$ cat config.mk
export PLATFORM = sky130hd
export DESIGN_NAME = fetchStage
export DESIGN_NICKNAME = d
export VERILOG_FILES = /design/src/source/cpu_pkg.sv /design/src/source/fetchStage.sv
export VERILOG_INCLUDE_DIRS = /design/src /design/src/include
export SDC_FILE = /design/constraint.sdc
export NUM_CORES = 1
export LEC_CHECK = 0
export BUFFER_PORTS_ARGS = -buffer_cell sky130_fd_sc_hd__buf_2
export CAP_MARGIN = 20
export CORE_MARGIN = 2
export CORE_UTILIZATION = 48
export DETAILED_ROUTE_END_ITERATION = 8
export GPL_ROUTABILITY_DRIVEN = 0
export HOLD_SLACK_MARGIN = 0.15
export PLACE_DENSITY_LB_ADDON = 0.3
export SLEW_MARGIN = 20
export SYNTH_ARGS = -nofsm -noshare
export SYNTH_HDL_FRONTEND = slang
export SYNTH_SLANG_ARGS = --single-unit
$ cat constraint.sdc
create_clock -name idex -period 2.01 [get_ports idex]
set_input_delay 0.1005 -clock idex [delete_from_list [all_inputs] [get_ports idex]]
set_output_delay 0.1005 -clock idex [all_outputs]
set_load 0.03 [all_outputs]
$ cat src/include/cpu_config.svh
`ifndef CPU_CONFIG_SVH
`define CPU_CONFIG_SVH

// Datapath and address widths
`define CPU_XLEN            32
`define CPU_PC_WIDTH        32
`define CPU_REG_COUNT       32

// Data memory size in words and its index width
`define CPU_DMEM_DEPTH      256
`define CPU_DMEM_ADDR_WIDTH 8

// Primary opcodes
`define CPU_OP_RTYPE        6'h00
`define CPU_OP_J            6'h02
`define CPU_OP_BEQ          6'h04
`define CPU_OP_ADDI         6'h08
`define CPU_OP_LW           6'h23
`define CPU_OP_SW           6'h2b

// R-type function codes
`define CPU_FN_ADD          6'h20
`define CPU_FN_SUB          6'h22
`define CPU_FN_AND          6'h24
`define CPU_FN_OR           6'h25
`define CPU_FN_SLT          6'h2a

// All ones stops the machine
`define CPU_HALT_WORD       32'hffff_ffff

`endif

$ cat src/source/cpu_pkg.sv
`include "cpu_config.svh"

package cpu_pkg;

    // Basic vectors
    typedef logic [`CPU_XLEN-1:0]     word_t;
    typedef logic [`CPU_PC_WIDTH-1:0] pc_t;
    typedef logic [4:0]               regIdx_t;
    typedef logic [31:0]              instr_t;

    // ALU operation
    typedef enum logic [2:0] {
        aluAdd,
        aluSub,
        aluAnd,
        aluOr,
        aluSlt
    } aluOp_t;

    // Operand source picked by the forwarding logic
    typedef logic [1:0] fwdSel_t;
    localparam fwdSel_t fwdReg       = 2'd0;
    localparam fwdSel_t fwdExMem     = 2'd1;
    localparam fwdSel_t fwdMemWbAlu  = 2'd2;
    localparam fwdSel_t fwdMemWbLoad = 2'd3;

    // Decoded control word
    typedef struct packed {
        logic   regWrite;
        logic   memWrite;
        logic   memToReg;
        logic   useImm;
        logic   branch;
        logic   halt;
        aluOp_t aluOp;
    } ctrl_t;

    // Pipeline registers
    typedef struct packed {
        logic   valid;
        instr_t instr;
        pc_t    pcNext;
    } ifIdReg_t;

    typedef struct packed {
        logic    valid;
        ctrl_t   ctrl;
        regIdx_t rs;
        regIdx_t rt;
        regIdx_t dest;
        word_t   rsVal;
        word_t   rtVal;
        word_t   imm;
        pc_t     pcNext;
    } idExReg_t;

    typedef struct packed {
        logic    valid;
        ctrl_t   ctrl;
        regIdx_t dest;
        word_t   aluResult;
        word_t   storeData;
    } exMemReg_t;

    typedef struct packed {
        logic    valid;
        logic    regWrite;
        logic    memToReg;
        logic    halt;
        regIdx_t dest;
        word_t   aluResult;
        word_t   loadData;
    } memWbReg_t;

    // Observation ports
    typedef struct packed {
        logic    valid;
        regIdx_t dest;
        word_t   data;
    } wbPort_t;

    typedef struct packed {
        logic  valid;
        word_t addr;
        word_t data;
    } storePort_t;

endpackage

$ cat src/source/fetchStage.sv
module fetchStage
    import cpu_pkg::*;
(
    input  logic     idex,
    input  logic     arstN,
    input  instr_t   instruction,
    input  logic     stall,
    input  logic     flushIfId,
    input  logic     halting,
    input  logic     jumpTaken,
    input  pc_t      jumpTarget,
    input  logic     branchTaken,
    input  pc_t      branchTarget,
    output pc_t      pc,
    output ifIdReg_t ifId
);

    pc_t pcNext;

    // Word addressed so the next sequential PC is just plus one
    assign pcNext = pc + 1'b1;

    // Branch wins, then jump, then sequential
    // Stall and halt freeze everything except a branch
    always_ff @(posedge idex or negedge arstN) begin
        if (!arstN) begin
            pc <= '0;
        end else if (branchTaken) begin
            pc <= branchTarget;
        end else if (!stall && !halting) begin
            if (jumpTaken) begin
                pc <= jumpTarget;
            end else begin
                pc <= pcNext;
            end
        end
    end

    // IF/ID register
    always_ff @(posedge idex or negedge arstN) begin
        if (!arstN) begin
            ifId <= '0;
        end else if (flushIfId) begin
            // Wrong path instruction dropped
            ifId.valid <= 1'b0;
        end else if (!stall) begin
            // Only bubbles once the halt is seen
            ifId.valid  <= !halting;
            ifId.instr  <= instruction;
            ifId.pcNext <= pcNext;
        end
    end

endmodule

Word level (Yosys, flattened, before mapping)
Index checks and enable logic that the tools add are counted.
- logic and storage cells: 18
- input bits: 103
- register bits after elaboration: 97
- bitwise logic cells: 2
- equal/unequal tests: 1
- reductions and logical operators: 5
- add/sub/neg operators: 1
- muxes and demuxes: 5
- operators with widths (kind ; count):
    two-way mux 32 bit ; 3
    two-way mux 65 bit ; 1
    adder 32 x 1 -> 32 bit (second input constant) ; 1
    logical NOT 1 bit ; 2
    != test 2 x 1 -> 1 bit (second input constant) ; 1
    NOT 1 bit ; 2
    AND reduction 2 bit ; 1
    nonzero test 2 bit ; 1
    logical AND 1 bit ; 1
    two-way mux 1 bit ; 1

Logic depth before layout (Yosys ltp)
Gate-level depths: netlist of the first run.
- depth after elaboration: 4
- depth in mapped cells: 8

Least setup slack after synthesis of the first run
Ideal clock, no wire load.
- path kind: reg-to-reg
- start point: register pc[0]
- end point: register pc[16]
- arrival time: 1.863 ns
- stages on the path, launching flop included: 7
- period minus slack after synthesis: 1.988 ns
- data required time: 1.885 ns
- library setup time: 0.125 ns
- setup slack: 0.022 ns
- path through: dfrtp_1 > ha_1 > and4_1 > nand3_4 > or4_1 > o21ai_1 > a21oi_1
- longest elaborated chain between the ends: 4
- RTL lines (element ; line ; text):
    start, declared ; fetchStage.sv:14 ; output pc_t pc,
    start signal, assigned ; fetchStage.sv:29 ; pc <= branchTarget;
    start signal, assigned ; fetchStage.sv:32 ; pc <= jumpTarget;
    start signal, assigned ; fetchStage.sv:34 ; pc <= pcNext;
    adder 32 x 1 -> 32 bit ; fetchStage.sv:21 ; assign pcNext = pc + 1'b1;
    two-way mux 32 bit ; fetchStage.sv:31 ; if (jumpTaken) begin
    two-way mux 32 bit ; fetchStage.sv:30 ; end else if (!stall && !halting) begin
    two-way mux 32 bit ; fetchStage.sv:28 ; end else if (branchTaken) begin
Every way passes these cells. The select of a mux whose other input is x is not followed.
A chain may end at the register's enable or synchronous reset.

Final worst setup path of the first run
Ends and elaborated chain as after synthesis.

==> impl_metrics.sql, run 1 <==
INSERT INTO impl_metrics (metric_group, metric, value, unit) VALUES
('critical_path', 'crit_arrival', '2110', 'ps'),
('floorplan', 'die_height', '103.9', 'µm'),
('drt', 'drt-initial-drc-count', '357', ''),
('sta', 'post-route-worst-setup-slack', '154.4', 'ps'),
('critical_path', 'type_of_element_launching_the_critical_path', 'register', ''),
('power', 'power.density', '784.0', 'mW/mm²'),
('final_layout', 'final_cell_mix', '198 x buf_2, 96 x dfrtp_1, 84 x a21oi_1', ''),
('critical_path', 'worstPathMaxFanout', '9', ''),
('synthesis', 'avgSynthCellArea', '9.708', 'µm²'),
('global_routing', 'grt.overflow.total', '0', ''),
('place', 'dpl_cell_area', '0.006041', 'mm²'),
('global_routing', 'maximum_number_of_pins_on_one_net_before_global_route_repair', '64', ''),
('final_layout', 'post_route_cells_drive_above_1_share', '37.05', '%'),
('cts', 'clock_root_buffer', 'clkbuf_8', ''),
('sta', 'tightest_slew', '838.2', 'ps'),
('synthesis', 'synth.area.top_cells', 'dfrtp_1 51%, a21oi_1 8.8%, mux2_2 8.2%', ''),
('hold_path', 'worst_hold_path_type', 'in2reg', ''),
('critical_path', 'bufs_and_invs_on_worst_path', '0', ''),
('power', 'leakagePower', '3.172', 'nW'),
('final_layout', 'final_design_utilization', '72.36', '%'),
('final_layout', 'stdcell_area', '0.007041', 'mm²'),
('cts', 'clock_tree.htree_level_count', '3', ''),
('final_layout', 'final_net_count', '879', ''),
('drt', 'vias', '4976', ''),
('sta', 'setup_violations', '0', ''),
('critical_path', 'worst_path_dominant_cell_family', 'simple AND/OR/NAND/NOR gates', ''),
('sta', 'final_min_period_over_clock_period', '92.32', '%'),
('drt', 'wl', '15.95', 'mm'),
('drt', 'firstDrtPassIters', '6', ''),
('global_routing', 'grt_first_pass_wirelength', '25.76', 'mm'),
('place', 'port_buffers', '199', ''),
('critical_path', 'slowest_delay', '500', 'ps'),
('sta', 'final-hold-violation-count', '0', ''),
('sta', 'finalWorstPathRequiredPeriod', '1856', 'ps'),
('final_layout', 'antenna-diode-count', '0', ''),
('cts', 'clk_transition_reported_paths', '100', 'ps'),
('critical_path', 'ff2ff_path_depth', '6', ''),
('critical_path', 'critical_path.cell_chain', 'ha_1 -> and4_1 -> nand3_4 -> or4_1 -> o21ai_1 -> a21oi_1', ''),
('drt', 'antenna_left', '0', ''),
('floorplan', 'floorplan.die.width', '103.9', 'µm'),
('sta', 'max_slew_margin', '44.12', '%'),
('global_routing', 'global_route.usage.total', '30.11', '%'),
('critical_path', 'worst_setup_path_category', 'reg2reg', ''),
('critical_path', 'timing.critical_path.slowest_stage_cell', 'or4_1', ''),
('run', 'maxCapViolations', '0', ''),
('floorplan', 'dieArea', '0.01078', 'mm²'),
('cts', 'post-cts-setup-buffer-count', '0', ''),
('critical_path', 'critical_path_required', '2260', 'ps'),
('hold_path', 'worstHoldPathCells', '5', ''),
('outcome', 'status', 'completed', ''),
('place', 'dpl_worst_slack', '120.9', 'ps'),
('critical_path', 'cell_count_along_the_critical_path', '6', ''),
('sta', 'rsz0062_at_grt', 'false', ''),
('cts', 'tritoncts', 'done', ''),
('floorplan', 'design.portCount', '200', ''),
('global_routing', 'antenna_found_initial', '0', ''),
('sta', 'setup_total_negative_slack', '0', 'ps'),
('drt', 'post-route-drc-count', '0', ''),
('synthesis', 'synth_top_cell_area_share', '50.72', '%'),
('synthesis', 'synthesis.yosys.warnings', '0', ''),
('final_layout', 'area_delta_synth_final', '47.11', '%'),
('global_routing', 'vias_in_the_first_global_route', '4953', ''),
('sta', 'finClkSkew', '11.67', 'ps'),
('final_layout', 'layout.filler_cells', '729', ''),
('drt', 'post_drt_wl_per_cell', '17.47', 'µm'),
('sta', 'max_freq', '538.9', 'MHz'),
('final_layout', 'layout.cells.most_common', 'buf_2', ''),
('synthesis', 'synth.yosys.seq_area_share', '50.72', '%'),
('cts', 'clk_sink_count', '97', ''),
('synthesis', 'ys_ff_latch', '97', ''),
('synthesis', 'syn_nets', '597', '');
==> kinds of logic after synthesis <==
logic type                 Yosys count  share of synthesized area [%]
and+or+nand+nor                    167                          18.27
AOI/OAI and AO/OA                  124                          13.39
DFF                                 97                          50.72
muxes                               38                          8.863
buffers and inverters               36                          3.007
xor gates and xnor gates            30                          5.490
adders and majority gates            1                         0.2614
==> layer usage <==
layer	global-route usage (%)	share of wire, %	vias up
li1	-	-	2303
met1	37.92	40	2320
met2	48.03	47	296
met3	7.707	9.2	57
met4	15.64	3.5	0
met5	0	0	-
==> sequential cells by signal, indices dropped and copies added (netlist names) <==
register / count
ifId: 65
pc: 32
==> cells in the mapped netlist (all sizes together) <==
library cell  number
xor2               7
a21oi             84
nor3b              4
or3                1
dfrtp             97
nand3             34
ha                 1
nand4              7
and3               3
mux2i              3
a21o               2
o21ai             34
or2                1
o31ai              1
a221o              2
nor3               9
nand2             47
nor2              40
buf                9
nor4               7
or4                2
inv                3
clkbuf            24
and4               5
a211oi             1
mux2              35
and2               7
xnor2             23
==> final cells by class <==
| cell class | count | area (µm²) | area share, % |
|---|---|---|---|
| Multi-Input combinational cell | 360 | 2226 | 31.62 |
| Clock inverter | 5 | 55.05 | 0.7819 |
| Tap cell | 133 | 166.4 | 2.364 |
| Inverter | 3 | 11.26 | 0.1599 |
| Sequential cell | 97 | 2429 | 34.49 |
| Timing Repair Buffer | 304 | 2012 | 28.58 |
| Clock buffer | 11 | 141.4 | 2.008 |
==> per-stage QoR <==
step / hold slack [ps] / std cells / power (mW)
after CTS: 152.5 / 913 / 5.514
after global placement: 11.27 / 817 / 4.052
after floorplan: -195.1 / 493 / 3.457
after global routing: 172.5 / 913 / 5.785
after detailed placement: 16.08 / 817 / 4.096
final: 152.8 / 913 / 5.520
==> where the power goes <==
part           switching [mW]  internal, mW
Sequential              0.207          2.22
Combinational            1.13         0.672
Clock                   0.686         0.606
==> repair_timing <==
action | 4_1_cts | 5_1_grt
hold endpoints to repair | 163 | 0
hold buffers | 80 | 0
gates resized for setup | 0 | 2
setup endpoints to repair | 0 | 5
==> path summary, 6_finish.rpt <==
check	startpoint	endpoint	slack (ps)
worst max-delay path	pc[0]	pc[16]	150
max in group asynchronous	arstN	ifId[24]	1170
min in group asynchronous	arstN	ifId[40]	170
worst min-delay path	jumpTarget[14]	pc[14]	150
worst max register to register	pc[0]	pc[16]	150
worst min register to register	ifId[34]	ifId[34]	510
==> tightest hold or removal path: cells and delay by family <==
kind | cells | cell delay [ps]
compound gates | 3 | 240
buf+inv | 1 | 80
simple gates | 1 | 60
Power figures use the tool's default switching activity.
==> inputs of run 2 (changes only) <==
--- a/config.mk
+++ b/config.mk
@@ -6,11 +6,12 @@
 export SDC_FILE = /design/constraint.sdc
 export NUM_CORES = 1
 export LEC_CHECK = 0
-export BUFFER_PORTS_ARGS = -buffer_cell sky130_fd_sc_hd__buf_2
 export CAP_MARGIN = 20
+export CORE_ASPECT_RATIO = 1.2
 export CORE_MARGIN = 2
-export CORE_UTILIZATION = 48
+export CORE_UTILIZATION = 55
 export DETAILED_ROUTE_END_ITERATION = 8
+export DONT_BUFFER_PORTS = 1
 export GPL_ROUTABILITY_DRIVEN = 0
 export HOLD_SLACK_MARGIN = 0.15
 export PLACE_DENSITY_LB_ADDON = 0.3
==> impl_metrics.sql, run 2 (synthesis gave the netlist of run 1 again) <==
INSERT INTO impl_metrics (metric_group, metric, value, unit) VALUES
('outcome', 'status', 'finished with violations', ''),
('outcome', 'violations', 'hold timing', ''),
('run', 'maxCapViolations', '0', ''),
('power', 'power.density', '841.5', 'mW/mm²'),
('cts', 'clk_transition_reported_paths', '90', 'ps'),
('global_routing', 'grt.overflow.total', '0', ''),
('sta', 'max_slew_margin', '43.75', '%'),
('cts', 'clock_latency', '370', 'ps'),
('sta', 'finClkSkew', '8.361', 'ps'),
('final_layout', 'layout.cells.most_common', 'dlygate4sd3_1', ''),
('drt', 'vias', '4403', ''),
('cts', 'cts_hold_buffers', '100', ''),
('critical_path', 'ff2ff_path_depth', '8', ''),
('floorplan', 'die_height', '106.2', 'µm'),
('critical_path', 'timing.rr.end', 'pc[2]', ''),
('drt', 'post_drt_wl_per_cell', '20.18', 'µm'),
('final_layout', 'layout.filler_cells', '611', ''),
('power', 'power', '5.322', 'mW'),
('critical_path', 'crit_arrival', '2160', 'ps'),
('floorplan', 'core.rowCount', '37', ''),
('sta', 'final-hold-violation-count', '97', ''),
('floorplan', 'core_area', '0.008518', 'mm²'),
('power', 'power.switching', '1.897', 'mW'),
('final_layout', 'area_delta_synth_final', '32.16', '%'),
('final_layout', 'final_cell_mix', '99 x dlygate4sd3_1, 97 x dfrtp_1, 84 x a21oi_1', ''),
('critical_path', 'r2r_start', 'pc[0]', ''),
('final_layout', 'stdcell_area', '0.006325', 'mm²'),
('critical_path', 'worstPathMaxFanout', '4', ''),
('final_layout', 'antenna-diode-count', '0', ''),
('power', 'intPower', '3.425', 'mW'),
('floorplan', 'design.portCount', '200', ''),
('power', 'power.switching_fraction', '35.65', '%'),
('global_routing', 'antenna_found_initial', '0', ''),
('cts', 'clk_path_buf_depth', '2', ''),
('global_routing', 'grt_first_pass_wirelength', '23.07', 'mm'),
('critical_path', 'critical_path_required', '2270', 'ps'),
('sta', 'finalWorstPathRequiredPeriod', '1902', 'ps'),
('power', 'leakagePower', '2.514', 'nW'),
('final_layout', 'top_register', 'ifId', ''),
('sta', 'max_freq', '525.8', 'MHz'),
('cts', 'tritoncts', 'done', ''),
('critical_path', 'reg2reg_setup_slack', '110', 'ps'),
('cts', 'clk_sink_count', '97', ''),
('sta', 'rsz0062_at_grt', 'false', ''),
('sta', 'setup_total_negative_slack', '0', 'ps'),
('floorplan', 'floorplan.die.width', '89.16', 'µm'),
('global_routing', 'maximum_number_of_pins_on_one_net_before_global_route_repair', '98', ''),
('power', 'power_frac_comb', '20.2', '%'),
('final_layout', 'final_design_utilization', '74.25', '%'),
('cts', 'post-cts-setup-buffer-count', '0', ''),
('critical_path', 'setup.worst_path.end_class', 'register', ''),
('final_layout', 'largest_register_ff_count', '65', ''),
('place', 'hpwl', '9.275', 'mm'),
('power', 'ir_worst_vdd', '0.0005624', 'V'),
('floorplan', 'start_util', '56.18', '%'),
('critical_path', 'type_of_element_launching_the_critical_path', 'register', ''),
('cts', 'clock_tree.htree_level_count', '3', ''),
('sta', 'final_min_period_over_clock_period', '94.61', '%'),
('drt', 'wl', '14.71', 'mm'),
('drt', 'firstDrtPassIters', '6', ''),
('drt', 'antenna_left', '0', ''),
('sta', 'maxSlewViolCount', '0', ''),
('floorplan', 'dieArea', '0.009467', 'mm²'),
('place', 'port_buffers', '0', ''),
('sta', 'fin_worst_hold_slack', '-588.8', 'ps'),
('global_routing', 'vias_in_the_first_global_route', '4700', ''),
('hold_path', 'worst_hold_path_type', 'in2async', ''),
('power', 'power.share.sequential', '53.8', '%'),
('cts', 'clock_root_buffer', 'clkbuf_8', ''),
('drt', 'drt-initial-drc-count', '385', ''),
('place', 'dpl_cell_area', '0.005092', 'mm²'),
('cts', 'cts-buffers-inserted', '9', ''),
('final_layout', 'final_net_count', '711', ''),
('place', 'numPlacedInstances', '613', ''),
('drt', 'via_per_inst', '6.040', ''),
('drt', 'post-route-drc-count', '0', ''),
('final_layout', 'post_route_cells_drive_above_1_share', '16.34', '%'),
('final_layout', 'finalNonFillerCells', '729', ''),
('critical_path', 'worst_setup_path_category', 'reg2reg', ''),
('final_layout', 'leading_registers_by_flop_count', 'ifId: 65 flops, pc: 32 flops', ''),
('power', 'clock_power_share', '26.0', '%'),
('global_routing', 'global_route.usage.total', '31.91', '%'),
('sta', 'setup_violations', '0', ''),
('sta', 'tightest_slew', '841.7', 'ps');
==> run 2: per-stage QoR <==
step           setup WS, ps  hold slack (ps)
6_report              108.3           -588.8
3_5_place_dp          172.9           -192.4
2_1_floorplan         22.16           -195.1
5_1_grt               5.832           -605.7
3_3_place_gp          237.6           -192.3
4_1_cts               98.01           -597.8
==> run 2: layout make-up <==
cell class / count / area, µm² / area share [%]
sequential: 97 / 2427 / 38.38
multi-input combinational: 360 / 2227 / 35.21
timing repair buffer: 136 / 1301 / 20.57
tap: 117 / 146.4 / 2.315
clock buffer: 11 / 131.4 / 2.077
clock inverter: 5 / 80.08 / 1.266
inverter: 3 / 11.26 / 0.1780
==> run 2: metal layers <==
metal / routed length, µm / GRT usage (%) / up-vias
li1: - / - / 1960
met4: 554 / 17.48 / 0
met5: 0 / 0 / -
met2: 7323 / 51.59 / 275
met3: 1508 / 10.25 / 49
met1: 5323 / 36.83 / 2119
==> run 2: how the worst max path moves through the flow <==
stage	slack (ps)	endpoint	from	cells after the start
2_1_floorplan	20	pc[16]	pc[0]	6
3_3_place_gp	240	ifId[31]	pc[0]	6
3_5_place_dp	170	ifId[31]	pc[0]	6
4_1_cts	100	pc[2]	pc[0]	8
5_1_grt	6	pc[17]	pc[0]	6
6_report	110	pc[2]	pc[0]	8
==> run 2: what timing repair did <==
action | CTS | global route
endpoints found under the setup margin | 0 | 1
gates resized for setup | 0 | 1
endpoints found under the hold margin | 169 | 97
==> run 2: critical path, stage by stage (launching register included) <==
cell and delay, ps:
dfrtp_1 400, ha_2 190, buf_4 150, nor3b_1 130
a21oi_1 110, nor2_1 50, a21oi_1 110, o21ai_0 70
dlygate4sd3_1 560
==> run 2: power by group through the flow <==
stage / clock network, mW / registers, mW / logic (mW)
6_report: 1.39 / 2.86 / 1.08
5_1_grt: 1.48 / 2.89 / 1.16
4_1_cts: 1.39 / 2.86 / 1.05
3_5_place_dp: 0 / 2.89 / 0.833
3_3_place_gp: 0 / 2.88 / 0.804
2_1_floorplan: 0 / 2.99 / 0.470
